===== src/hw/cnn_pkg.sv =====
`default_nettype none

package cnn_pkg;

  //////////////////////////////////////////////////
  // Widths
  //////////////////////////////////////////////////

  typedef logic signed [7:0]  pix_t;  // Pixel or weight.
  typedef logic signed [19:0] acc_t;  // Convolution sum.
  typedef logic signed [7:0]  act_t;  // Activation and pooled value.

  //////////////////////////////////////////////////
  // Constants
  //////////////////////////////////////////////////

  localparam int KERNEL_TAPS = 3;
  localparam int LRELU_SHIFT = 3;    // Negative slope of 1/8.
  localparam int QUANT_SHIFT = 4;
  localparam int ACT_MAX     = 127;
  localparam int ACT_MIN     = -128;

  //////////////////////////////////////////////////
  // Stream payloads
  //////////////////////////////////////////////////

  typedef struct packed {
    logic is_weight;  // Kernel load, not a pixel.
    logic last;       // End of image row.
    pix_t data;
  } beat_t;

  typedef struct packed {
    logic last;
    acc_t value;
  } sum_t;

  typedef struct packed {
    logic last;
    act_t value;
  } res_t;

endpackage

`default_nettype wire


===== src/hw/beat_receiver.sv =====
`default_nettype none

module beat_receiver
  import cnn_pkg::*;
(
  input  wire   aclk,
  input  wire   i_arst_n,
  input  wire   i_in_req,
  input  beat_t i_in_beat,
  output logic  o_in_ack,
  output logic  o_valid,
  input  wire   i_ready,
  output beat_t o_beat
);

  logic  ack_q;
  logic  full_q;
  logic  take;
  beat_t beat_q;

  // New request, previous handshake closed and room to hold the beat.
  assign take = i_in_req && !ack_q && !full_q;

  always_ff @(posedge aclk or negedge i_arst_n) begin
    if (!i_arst_n) begin
      ack_q  <= 1'b0;
      full_q <= 1'b0;
    end else begin
      if (take) begin
        ack_q  <= 1'b1;
        full_q <= 1'b1;
      end else begin
        if (ack_q && !i_in_req) begin
          ack_q <= 1'b0;  // Req released.
        end
        if (full_q && i_ready) begin
          full_q <= 1'b0;
        end
      end
    end
  end

  always_ff @(posedge aclk) begin
    if (take) begin
      beat_q <= i_in_beat;
    end
  end

  assign o_in_ack = ack_q;
  assign o_valid  = full_q;
  assign o_beat   = beat_q;

endmodule

`default_nettype wire


===== src/hw/conv3_engine.sv =====
`default_nettype none

module conv3_engine
  import cnn_pkg::*;
(
  input  wire   aclk,
  input  wire   i_arst_n,
  input  wire   i_valid,
  output logic  o_ready,
  input  beat_t i_beat,
  output logic  o_valid,
  input  wire   i_ready,
  output sum_t  o_sum
);

  pix_t       kernel [KERNEL_TAPS];      // Index 0 is w0, the oldest weight.
  pix_t       hist   [KERNEL_TAPS - 1];  // Index 0 is x[n-2].
  pix_t       win    [KERNEL_TAPS];
  logic [1:0] fill_q;
  logic       valid_q;
  sum_t       sum_q;
  acc_t       mac;
  logic       take;
  logic       win_full;
  logic       emit;

  assign o_ready  = !valid_q || i_ready;
  assign take     = i_valid && o_ready;
  assign win_full = (fill_q == 2'(KERNEL_TAPS - 1));
  assign emit     = take && !i_beat.is_weight && win_full;

  always_comb begin
    win[KERNEL_TAPS - 1] = i_beat.data;
    for (int i = 0; i < KERNEL_TAPS - 1; i++) begin
      win[i] = hist[i];
    end
    mac = '0;
    for (int i = 0; i < KERNEL_TAPS; i++) begin
      mac = mac + acc_t'(kernel[i]) * acc_t'(win[i]);
    end
  end

  //////////////////////////////////////////////////
  // Kernel and row control
  //////////////////////////////////////////////////

  always_ff @(posedge aclk or negedge i_arst_n) begin
    if (!i_arst_n) begin
      for (int i = 0; i < KERNEL_TAPS; i++) begin
        kernel[i] <= '0;
      end
      fill_q  <= '0;
      valid_q <= 1'b0;
    end else begin
      if (take && i_beat.is_weight) begin
        for (int i = 0; i < KERNEL_TAPS - 1; i++) begin
          kernel[i] <= kernel[i + 1];
        end
        kernel[KERNEL_TAPS - 1] <= i_beat.data;  // Newest is w2.
        fill_q <= '0;
      end else if (take) begin
        if (i_beat.last) begin
          fill_q <= '0;  // Row done.
        end else if (!win_full) begin
          fill_q <= fill_q + 2'd1;
        end
      end
      if (emit) begin
        valid_q <= 1'b1;
      end else if (i_ready) begin
        valid_q <= 1'b0;
      end
    end
  end

  //////////////////////////////////////////////////
  // Pixel history and sum
  //////////////////////////////////////////////////

  always_ff @(posedge aclk) begin
    if (take && !i_beat.is_weight) begin
      for (int i = 0; i < KERNEL_TAPS - 2; i++) begin
        hist[i] <= hist[i + 1];
      end
      hist[KERNEL_TAPS - 2] <= i_beat.data;
    end
    if (emit) begin
      sum_q.last  <= i_beat.last;
      sum_q.value <= mac;
    end
  end

  assign o_valid = valid_q;
  assign o_sum   = sum_q;

endmodule

`default_nettype wire


===== src/hw/lrelu_requant.sv =====
`default_nettype none

module lrelu_requant
  import cnn_pkg::*;
(
  input  wire  aclk,
  input  wire  i_arst_n,
  input  wire  i_valid,
  output logic o_ready,
  input  sum_t i_sum,
  output logic o_valid,
  input  wire  i_ready,
  output res_t o_res
);

  logic valid_q;
  res_t res_q;
  acc_t shifted;
  act_t sat;
  logic take;

  assign o_ready = !valid_q || i_ready;
  assign take    = i_valid && o_ready;

  always_comb begin
    if (i_sum.value < 0) begin
      shifted = i_sum.value >>> (LRELU_SHIFT + QUANT_SHIFT);  // Floor.
    end else begin
      shifted = i_sum.value >>> QUANT_SHIFT;
    end
    if (shifted > ACT_MAX) begin
      sat = act_t'(ACT_MAX);
    end else if (shifted < ACT_MIN) begin
      sat = act_t'(ACT_MIN);
    end else begin
      sat = act_t'(shifted);
    end
  end

  always_ff @(posedge aclk or negedge i_arst_n) begin
    if (!i_arst_n) begin
      valid_q <= 1'b0;
    end else if (take) begin
      valid_q <= 1'b1;
    end else if (i_ready) begin
      valid_q <= 1'b0;
    end
  end

  always_ff @(posedge aclk) begin
    if (take) begin
      res_q.last  <= i_sum.last;
      res_q.value <= sat;
    end
  end

  assign o_valid = valid_q;
  assign o_res   = res_q;

endmodule

`default_nettype wire


===== src/hw/maxpool_pair.sv =====
`default_nettype none

module maxpool_pair
  import cnn_pkg::*;
(
  input  wire  aclk,
  input  wire  i_arst_n,
  input  wire  i_valid,
  output logic o_ready,
  input  res_t i_res,
  output logic o_valid,
  input  wire  i_ready,
  output res_t o_res
);

  logic have_q;  // First of a pair is held.
  logic valid_q;
  res_t held_q;
  res_t out_q;
  logic take;
  logic emit;

  assign o_ready = !valid_q || i_ready;
  assign take    = i_valid && o_ready;
  assign emit    = take && (have_q || i_res.last);

  always_ff @(posedge aclk or negedge i_arst_n) begin
    if (!i_arst_n) begin
      have_q  <= 1'b0;
      valid_q <= 1'b0;
    end else begin
      if (take) begin
        have_q <= !have_q && !i_res.last;
      end
      if (emit) begin
        valid_q <= 1'b1;
      end else if (i_ready) begin
        valid_q <= 1'b0;
      end
    end
  end

  always_ff @(posedge aclk) begin
    if (take && !have_q) begin
      held_q <= i_res;
    end
    if (emit) begin
      out_q.last <= i_res.last;
      if (have_q && held_q.value > i_res.value) begin
        out_q.value <= held_q.value;
      end else begin
        out_q.value <= i_res.value;  // Also a lone trailing element.
      end
    end
  end

  assign o_valid = valid_q;
  assign o_res   = out_q;

endmodule

`default_nettype wire


===== src/hw/beat_sender.sv =====
`default_nettype none

module beat_sender
  import cnn_pkg::*;
(
  input  wire  aclk,
  input  wire  i_arst_n,
  input  wire  i_valid,
  output logic o_ready,
  input  res_t i_res,
  output logic o_out_req,
  input  wire  i_out_ack,
  output res_t o_out_res
);

  logic req_q;
  logic busy_q;  // Set until the handshake fully closes.
  res_t res_q;
  logic take;

  assign o_ready = !busy_q;
  assign take    = i_valid && !busy_q;

  //////////////////////////////////////////////////
  // Four-phase master
  //////////////////////////////////////////////////

  always_ff @(posedge aclk or negedge i_arst_n) begin
    if (!i_arst_n) begin
      req_q  <= 1'b0;
      busy_q <= 1'b0;
    end else begin
      if (take) begin
        req_q  <= 1'b1;
        busy_q <= 1'b1;
      end else if (req_q && i_out_ack) begin
        req_q <= 1'b0;
      end else if (busy_q && !req_q && !i_out_ack) begin
        busy_q <= 1'b0;  // Ack seen low.
      end
    end
  end

  always_ff @(posedge aclk) begin
    if (take) begin
      res_q <= i_res;
    end
  end

  assign o_out_req = req_q;
  assign o_out_res = res_q;

endmodule

`default_nettype wire


===== src/hw/cnn_row_pipe.sv =====
`default_nettype none

module cnn_row_pipe
  import cnn_pkg::*;
(
  input  wire   aclk,
  input  wire   i_arst_n,
  input  wire   i_in_req,
  input  beat_t i_in_beat,
  output logic  o_in_ack,
  output logic  o_out_req,
  output res_t  o_out_res,
  input  wire   i_out_ack
);

  logic  in_valid;
  logic  in_ready;
  beat_t in_beat;
  logic  sum_valid;
  logic  sum_ready;
  sum_t  sum;
  logic  act_valid;
  logic  act_ready;
  res_t  act;
  logic  pool_valid;
  logic  pool_ready;
  res_t  pool;

  beat_receiver u_rx (
    .aclk      (aclk),
    .i_arst_n  (i_arst_n),
    .i_in_req  (i_in_req),
    .i_in_beat (i_in_beat),
    .o_in_ack  (o_in_ack),
    .o_valid   (in_valid),
    .i_ready   (in_ready),
    .o_beat    (in_beat)
  );

  conv3_engine u_conv (
    .aclk     (aclk),
    .i_arst_n (i_arst_n),
    .i_valid  (in_valid),
    .o_ready  (in_ready),
    .i_beat   (in_beat),
    .o_valid  (sum_valid),
    .i_ready  (sum_ready),
    .o_sum    (sum)
  );

  lrelu_requant u_lrelu (
    .aclk     (aclk),
    .i_arst_n (i_arst_n),
    .i_valid  (sum_valid),
    .o_ready  (sum_ready),
    .i_sum    (sum),
    .o_valid  (act_valid),
    .i_ready  (act_ready),
    .o_res    (act)
  );

  maxpool_pair u_pool (
    .aclk     (aclk),
    .i_arst_n (i_arst_n),
    .i_valid  (act_valid),
    .o_ready  (act_ready),
    .i_res    (act),
    .o_valid  (pool_valid),
    .i_ready  (pool_ready),
    .o_res    (pool)
  );

  beat_sender u_tx (
    .aclk      (aclk),
    .i_arst_n  (i_arst_n),
    .i_valid   (pool_valid),
    .o_ready   (pool_ready),
    .i_res     (pool),
    .o_out_req (o_out_req),
    .i_out_ack (i_out_ack),
    .o_out_res (o_out_res)
  );

endmodule

`default_nettype wire


===== config.mk =====
export PLATFORM = sky130hd
export DESIGN_NAME = cnn_row_pipe
export DESIGN_NICKNAME = d
export VERILOG_FILES = /design/src/hw/cnn_pkg.sv /design/src/hw/beat_receiver.sv /design/src/hw/conv3_engine.sv /design/src/hw/lrelu_requant.sv /design/src/hw/maxpool_pair.sv /design/src/hw/beat_sender.sv /design/src/hw/cnn_row_pipe.sv
export SDC_FILE = /design/constraint.sdc
export NUM_CORES = 1
export LEC_CHECK = 0
export BUFFER_PORTS_ARGS = -buffer_cell sky130_fd_sc_hd__buf_2
export CORE_ASPECT_RATIO = 0.7
export CORE_MARGIN = 5
export CORE_UTILIZATION = 55
export CTS_BUF_LIST = sky130_fd_sc_hd__clkbuf_8
export CTS_CLUSTER_DIAMETER = 80
export CTS_CLUSTER_SIZE = 8
export DETAILED_ROUTE_END_ITERATION = 8
export GPL_TIMING_DRIVEN = 0
export PLACE_DENSITY = 0.74
export SKIP_LAST_GASP = 1
export SLEW_MARGIN = 40
export SYNTH_ARGS = -nofsm -noshare
export SYNTH_HDL_FRONTEND = slang
export SYNTH_SLANG_ARGS = --single-unit

===== constraint.sdc =====
create_clock -name aclk -period 7.75 [get_ports aclk]
set_clock_uncertainty 0.05 [all_clocks]
set_input_delay 1.55 -clock aclk [delete_from_list [all_inputs] [get_ports aclk]]
set_output_delay 1.55 -clock aclk [all_outputs]
set_load 0.1 [all_outputs]

==> reports/metrics.csv, run 1 <==
metric;value;unit
cts_tree;done;
synth_top_area_cell;fa_1;
root_buffer;clkbuf_8;
synth_ff_type;edfxtp_1;
diodes;0;
finalCoreUtilization;58.9;%
io_pins;25;
grt_max_degree;35;
rsz0062_at_grt;no;
ys_seq_elements;112;
drt.antenna.violating_nets;0;
routed_wl;24.7;mm
first_pass_iters;7;
clk_latency;400;ps
finalNonFillerCells;1554;
ys_seq_area_share;25.4;%
drcViolationCount;0;
tns;0;ps
first_iter_violations;532;
port_buffers;24;
place_hpwl;20.4;mm
vias_per_cell;5.12;
critPathRequiredTime;7840;ps
cts_resized;0;
start_kind;flip-flop;
status;completed;
die_h;137;µm
htree_levels;3;
critPathKind;reg -> reg;
layout_commonest_cell;inv_1;
grt_pass1_vias;8329;
synthArstFlopShare;30.4;%
yosys_warnings;0;
ctsHoldBuffers;0;
synthMuxAreaShare;4.00;%
dieArea;0.0261;mm²
min_path_type;reg -> reg;
final_layout_size_suffix_gt1_share;6.68;%
clk_pin_slew;120;ps
period_share;86.8;%
rows;46;
synth_compound_area_share;5.69;%
post_drt_wl_per_cell;15.9;µm
setup_violations;0;
core_area;0.0226;mm²
nets;1543;
num_vias;7962;
arrival;6810;ps
ys_types;48;
placed_cells_incl_taps;1538;
period_needed;6730;ps
fmax;149;MHz
syn_nets;1507;
grtUsageTotal;20.9;%
grt_pass1_wl;42.8;mm
final_cell_mix;285 x inv_1, 180 x fa_1, 120 x and2_1, 112 x ha_1, 78 x edfxtp_1;
yosys.area.top_type_share;28.6;%
avgSynthCellArea;10.5;µm²
gp_congestion;0.890;
numClockSinks;112;
ctsLongestPathBuffers;2;
antenna_found_initial;0;
synth_area_leaders;fa_1 29%, edfxtp_1 19%, ha_1 11%, inv_1 8.5%, dfrtp_1 6.8%;
gr-total-overflow;0;
relSlewSlack;45.3;%
slew_violations;0;
post_synth_fa_ha_maj_area_fraction;39.7;%
synthCells;1201;
synth_top_family_by_area;adder cells;
crit_fanout;10;
numCtsBuffers;9;
synth_area;0.0126;mm²
hold_viol_final;0;
maxCapViolCount;0;
synth-edff-count;78;
endpoint_kind;flip-flop;
worst_pin_slew;818;ps
area_growth;5.84;%
synthXorXnorAreaFrac;4.10;%
initial_core_util;55.7;%
synth-simple-area-share;12.2;%
post_cts_buffers;0;
dieWidth;191;µm
==> cell usage after synthesis (3+ instances only) <==
cell type,count
o21bai_1,3
fa_1,180
o41ai_1,3
nand3_1,10
a21o_1,8
inv_1,285
nand2_1,73
mux2_1,5
clkbuf_1,13
nand4_1,3
nor4_1,5
ha_1,112
edfxtp_1,78
nor2b_1,14
xor2_1,23
dfrtp_1,34
o21ai_1,15
mux2_2,22
mux2_4,8
and2_1,120
a21oi_1,25
o21a_1,10
nor2_1,41
xnor2_1,36
o22ai_1,5
o21ai_0,7
nand2b_1,15
a211oi_1,7
mux2i_1,8
nor3_1,11
==> stage by stage <==
stage	area (µm²)	hold slack (ps)	worst slack, ps
final	13300	382	1020
after global routing	13300	401	470
after CTS	13300	384	1000
after detailed placement	13100	356	1050
after global placement	13100	351	1100
after floorplan	12600	350	1770
==> worst paths after layout <==
kind | startpoint | end | slack (ps) | cells past startpoint
max reg2reg | u_conv.kernel[4] | u_conv.o_sum[17] | 1020 | 25
min in group asynchronous | i_arst_n | u_conv.kernel[17] | 1050 | 1
max | u_conv.kernel[4] | u_conv.o_sum[17] | 1020 | 25
min | u_pool.o_res[2] | u_tx.o_out_res[2] | 380 | 0
min reg2reg | u_pool.o_res[2] | u_tx.o_out_res[2] | 380 | 0
max in group asynchronous | i_arst_n | u_conv.kernel[15] | 6230 | 1
==> layout make-up <==
| type | instances | area, µm² |
|---|---|---|
| buffer | 14 | 52.6 |
| tap | 312 | 390 |
| sequential | 112 | 3190 |
| multi-input combinational | 790 | 8290 |
| timing repair buffer | 25 | 138 |
| inverter | 285 | 1070 |
| fill | 1920 | 9290 |
| clock buffer | 9 | 124 |
| clock inverter | 7 | 71.3 |
==> registers in the layout (all words and copies together) (netlist names), 2 cells and up <==
signal / flops
u_pool.o_res: 9
u_conv.kernel: 24
u_conv.hist: 16
u_conv.fill_q: 2
u_tx.o_out_res: 9
u_pool.held_q: 8
u_lrelu.o_res: 9
u_conv.o_sum: 17
u_rx.o_beat: 10
==> per-layer routing <==
layer | track usage [%] | part of all wire [%]
met5 | 0 | 0
met4 | 3.91 | 1.3
met1 | 32.7 | 51
met2 | 31.1 | 42
met3 | 3.37 | 5.4
==> worst max-delay path, cell delays in order (launching register included) <==
cell and delay, ps:
dfrtp_1 340, clkbuf_1 450, and2_1 220, ha_1 260, fa_1 480, ha_1 290, inv_1 50, fa_1 480
inv_1 40, ha_1 230, fa_1 470, a21o_1 190, a21oi_1 240, o21ai_1 170, o41ai_2 340, o21bai_1 140
a21oi_1 180, xor2_1 130, fa_1 540, inv_1 40, ha_1 350, nand3_1 120, o22ai_1 180, a21oi_1 110
a21boi_1 250, o22ai_1 130
==> cells by family (layout without fill, tap and decap cells) <==
kind of cell / after synthesis / count (layout)
AO/OA/AOI/OAI: 101 / 101
XOR/XNOR: 59 / 59
adder cells (fa/ha/maj): 292 / 292
buffers and inverters: 299 / 340
flip-flops: 112 / 112
multiplexers: 43 / 43
AND/OR/NAND/NOR: 295 / 295
Power of run 1 is left out: the tool's default activity adds up to more than one toggle a clock period on the data nets, which glitch-free logic cannot reach.
==> run 2, diff against run 1 <==
--- a/config.mk
+++ b/config.mk
@@ -5,8 +5,8 @@
 export SDC_FILE = /design/constraint.sdc
 export NUM_CORES = 1
 export LEC_CHECK = 0
+export ABC_AREA = 1
 export BUFFER_PORTS_ARGS = -buffer_cell sky130_fd_sc_hd__buf_2
-export CORE_ASPECT_RATIO = 0.7
 export CORE_MARGIN = 5
 export CORE_UTILIZATION = 55
 export CTS_BUF_LIST = sky130_fd_sc_hd__clkbuf_8
@@ -14,7 +14,7 @@
 export CTS_CLUSTER_SIZE = 8
 export DETAILED_ROUTE_END_ITERATION = 8
 export GPL_TIMING_DRIVEN = 0
-export PLACE_DENSITY = 0.74
+export PLACE_DENSITY = 0.79
 export SKIP_LAST_GASP = 1
 export SLEW_MARGIN = 40
 export SYNTH_ARGS = -nofsm -noshare
==> reports/metrics.csv, run 2 <==
metric;value;unit;change
area_growth;5.42;%;
drcViolationCount;0;;unchanged
ctsHoldBuffers;0;;unchanged
cpMostUsedCell;inv_1;;
arrival;6640;ps;-170 ps
rows;57;;+24%
grt_max_degree;35;;unchanged
cts_tree;done;;
synth_ff_type;edfxtp_1;;
tns;0;ps;unchanged
placed_cells_incl_taps;2003;;+30%
synthCells;1655;;+38%
yosys_warnings;0;;unchanged
yosysMostFrequentCell;inv_1;;
largest_reg_flops;24;;unchanged
start_kind;flip-flop;;
gr-total-overflow;0;;unchanged
io_pins;25;;unchanged
final_layout_size_suffix_gt1_share;3.83;%;-2.8 points
synthArstFlopShare;30.4;%;unchanged
n_fill_cell;2164;;+13%
path_delay_family;adder cells;;
hold_viol_final;0;;unchanged
final_cell_mix;484 x inv_1, 406 x nand2_1, 180 x fa_1, 112 x ha_1, 78 x edfxtp_1;;
rsz0062_at_grt;no;;
root_buffer;clkbuf_8;;
dieWidth;167;µm;-13%
slowest_stage;fa_1;;
critPathBufInv;7;;+3
first_pass_iters;5;;-2
first_iter_violations;533;;+0.19%
min_path_type;reg -> reg;;
final_area;0.0143;mm²;+7.2%
maxCapViolCount;0;;unchanged
numCtsBuffers;9;;unchanged
cts_resized;0;;unchanged
synth_area_leaders;fa_1 27%, edfxtp_1 17%, inv_1 13%, nand2_1 11%, ha_1 10%;;
ctsLongestPathBuffers;2;;unchanged
layout_commonest_cell;inv_1;;
slew_violations;0;;unchanged
largest-register;u_conv.kernel;;
synth-edff-count;78;;unchanged
critPathRequiredTime;7840;ps;about the same
port_buffers;24;;unchanged
gp_congestion;0.889;;-0.18%
drt.antenna.violating_nets;0;;unchanged
clk_latency;400;ps;about the same
avgSynthCellArea;8.19;µm²;-22%
core_area;0.0243;mm²;+7.5%
grt_pass1_vias;10697;;+28%
post_drt_wl_per_cell;13.5;µm;-15%
place_hpwl;23.2;mm;+14%
routed_wl;27.3;mm;+11%
synthTopCellsByCount;484 x inv_1, 406 x nand2_1, 180 x fa_1, 112 x ha_1, 78 x edfxtp_1;;
cp_slowest_stage_delay;560;ps;+20 ps
ys_seq_area_share;23.6;%;-1.8 points
ys_seq_elements;112;;unchanged
initial_core_util;55.7;%;+0.063 points
numClockSinks;112;;unchanged
period_needed;6550;ps;-182 ps
fmax;153;MHz;+2.8%
antenna_found_initial;0;;unchanged
crit_fanout;9;;-1
grt_pass1_wl;48.4;mm;+13%
diodes;0;;unchanged
vias_per_cell;5.03;;-1.9%
dieArea;0.0279;mm²;+7.0%
clk_pin_slew;100;ps;-20 ps
yosys.area.top_type_share;26.6;%;-2.0 points
worst_pin_slew;728;ps;-89.7 ps
critPathKind;reg -> reg;;
status;completed;;
htree_levels;3;;unchanged
nets;1996;;+29%
endpoint_kind;flip-flop;;
ys_types;38;;-21%
place_area;0.0141;mm²;+7.3%
relSlewSlack;51.3;%;+6.0 points
setup_violations;0;;unchanged
synth_top_area_cell;fa_1;;
finalNonFillerCells;2019;;+30%
syn_nets;1961;;+30%
die_h;167;µm;+22%
synth_area;0.0136;mm²;+7.6%
period_share;84.5;%;-2.4 points
grtUsageTotal;21.0;%;+0.15 points
post_cts_buffers;0;;unchanged
num_vias;10148;;+27%
run 2: cell types whose count changed after synthesis, moves of 31 or more:
cell      previous run  this run
o21ai_0              7        42
nand3_1             10        47
clkbuf_1            13        44
nand2_1             73       406
inv_1              285       484
and2_1             120         0
run 2: cells by family after synthesis:
| family | Yosys count | synth area share [%] |
|---|---|---|
| muxes | 6 | 0.480 |
| adders and majority gates | 292 | 36.9 |
| xor gates and xnor gates | 45 | 2.91 |
| DFF | 112 | 23.6 |
| buffers and inverters | 538 | 15.0 |
| AOI/OAI and AO/OA | 114 | 4.76 |
| and+or+nand+nor | 548 | 16.3 |
run 2: cell type report:
cell class / instances / area, µm² / area share (%)
clock inverters: 7 / 61.3 / 0.429
inverters: 486 / 1820 / 12.8
plain buffers: 52 / 215 / 1.51
clock buffers: 9 / 124 / 0.867
repair buffers: 24 / 123 / 0.858
flip-flops and latches: 112 / 3190 / 22.3
multi-input cells: 1005 / 8350 / 58.4
well taps: 324 / 405 / 2.84
run 2: worst register-to-register path, stage by stage (launching register included):
cell and delay (ps):
edfxtp_1 410, clkbuf_1 460, nand2_1 200, inv_1 150, fa_1 450, inv_1 230
fa_1 470, fa_1 540, fa_1 560, inv_1 40, ha_1 310, inv_1 90
o21ai_0 290, a21oi_1 110, nand3b_1 140, inv_1 50, nand2_1 60, nand2_1 130
fa_1 560, inv_1 60, ha_1 370, nand2_1 100, nor2_1 160, nand4_1 110
nand4_1 160, nand2_1 70
run 2: metrics by stage:
step | hold slack [ps] | utilization [%] | setup slack, ps
final | 382 | 58.8 | 1200
after global placement | 351 | 57.9 | 1240
after floorplan | 350 | - | 2030
after global routing | 389 | 58.8 | 645
after detailed placement | 356 | 57.9 | 1200
after CTS | 385 | 58.7 | 1160
run 2: metal layers:
layer  share of wire [%]  GRT usage (%)
met3                 4.1           3.08
met5                   0              0
met1                  43           26.4
met4                 3.4           8.00
met2                  50           36.9
run 2: path summary, 6_finish.rpt:
check	startpoint	endpoint	slack [ps]	cells past startpoint
max	u_rx.o_beat[2]	u_conv.o_sum[19]	1200	25
min	u_pool.o_res[0]	u_tx.o_out_res[0]	380	0
max reg2reg	u_rx.o_beat[2]	u_conv.o_sum[19]	1200	25
min reg2reg	u_pool.o_res[0]	u_tx.o_out_res[0]	380	0
max in group asynchronous	i_arst_n	u_conv.kernel[2]	6250	1
min in group asynchronous	i_arst_n	u_tx.o_out_req	1050	1
Power of run 2 is left out for the same reason.
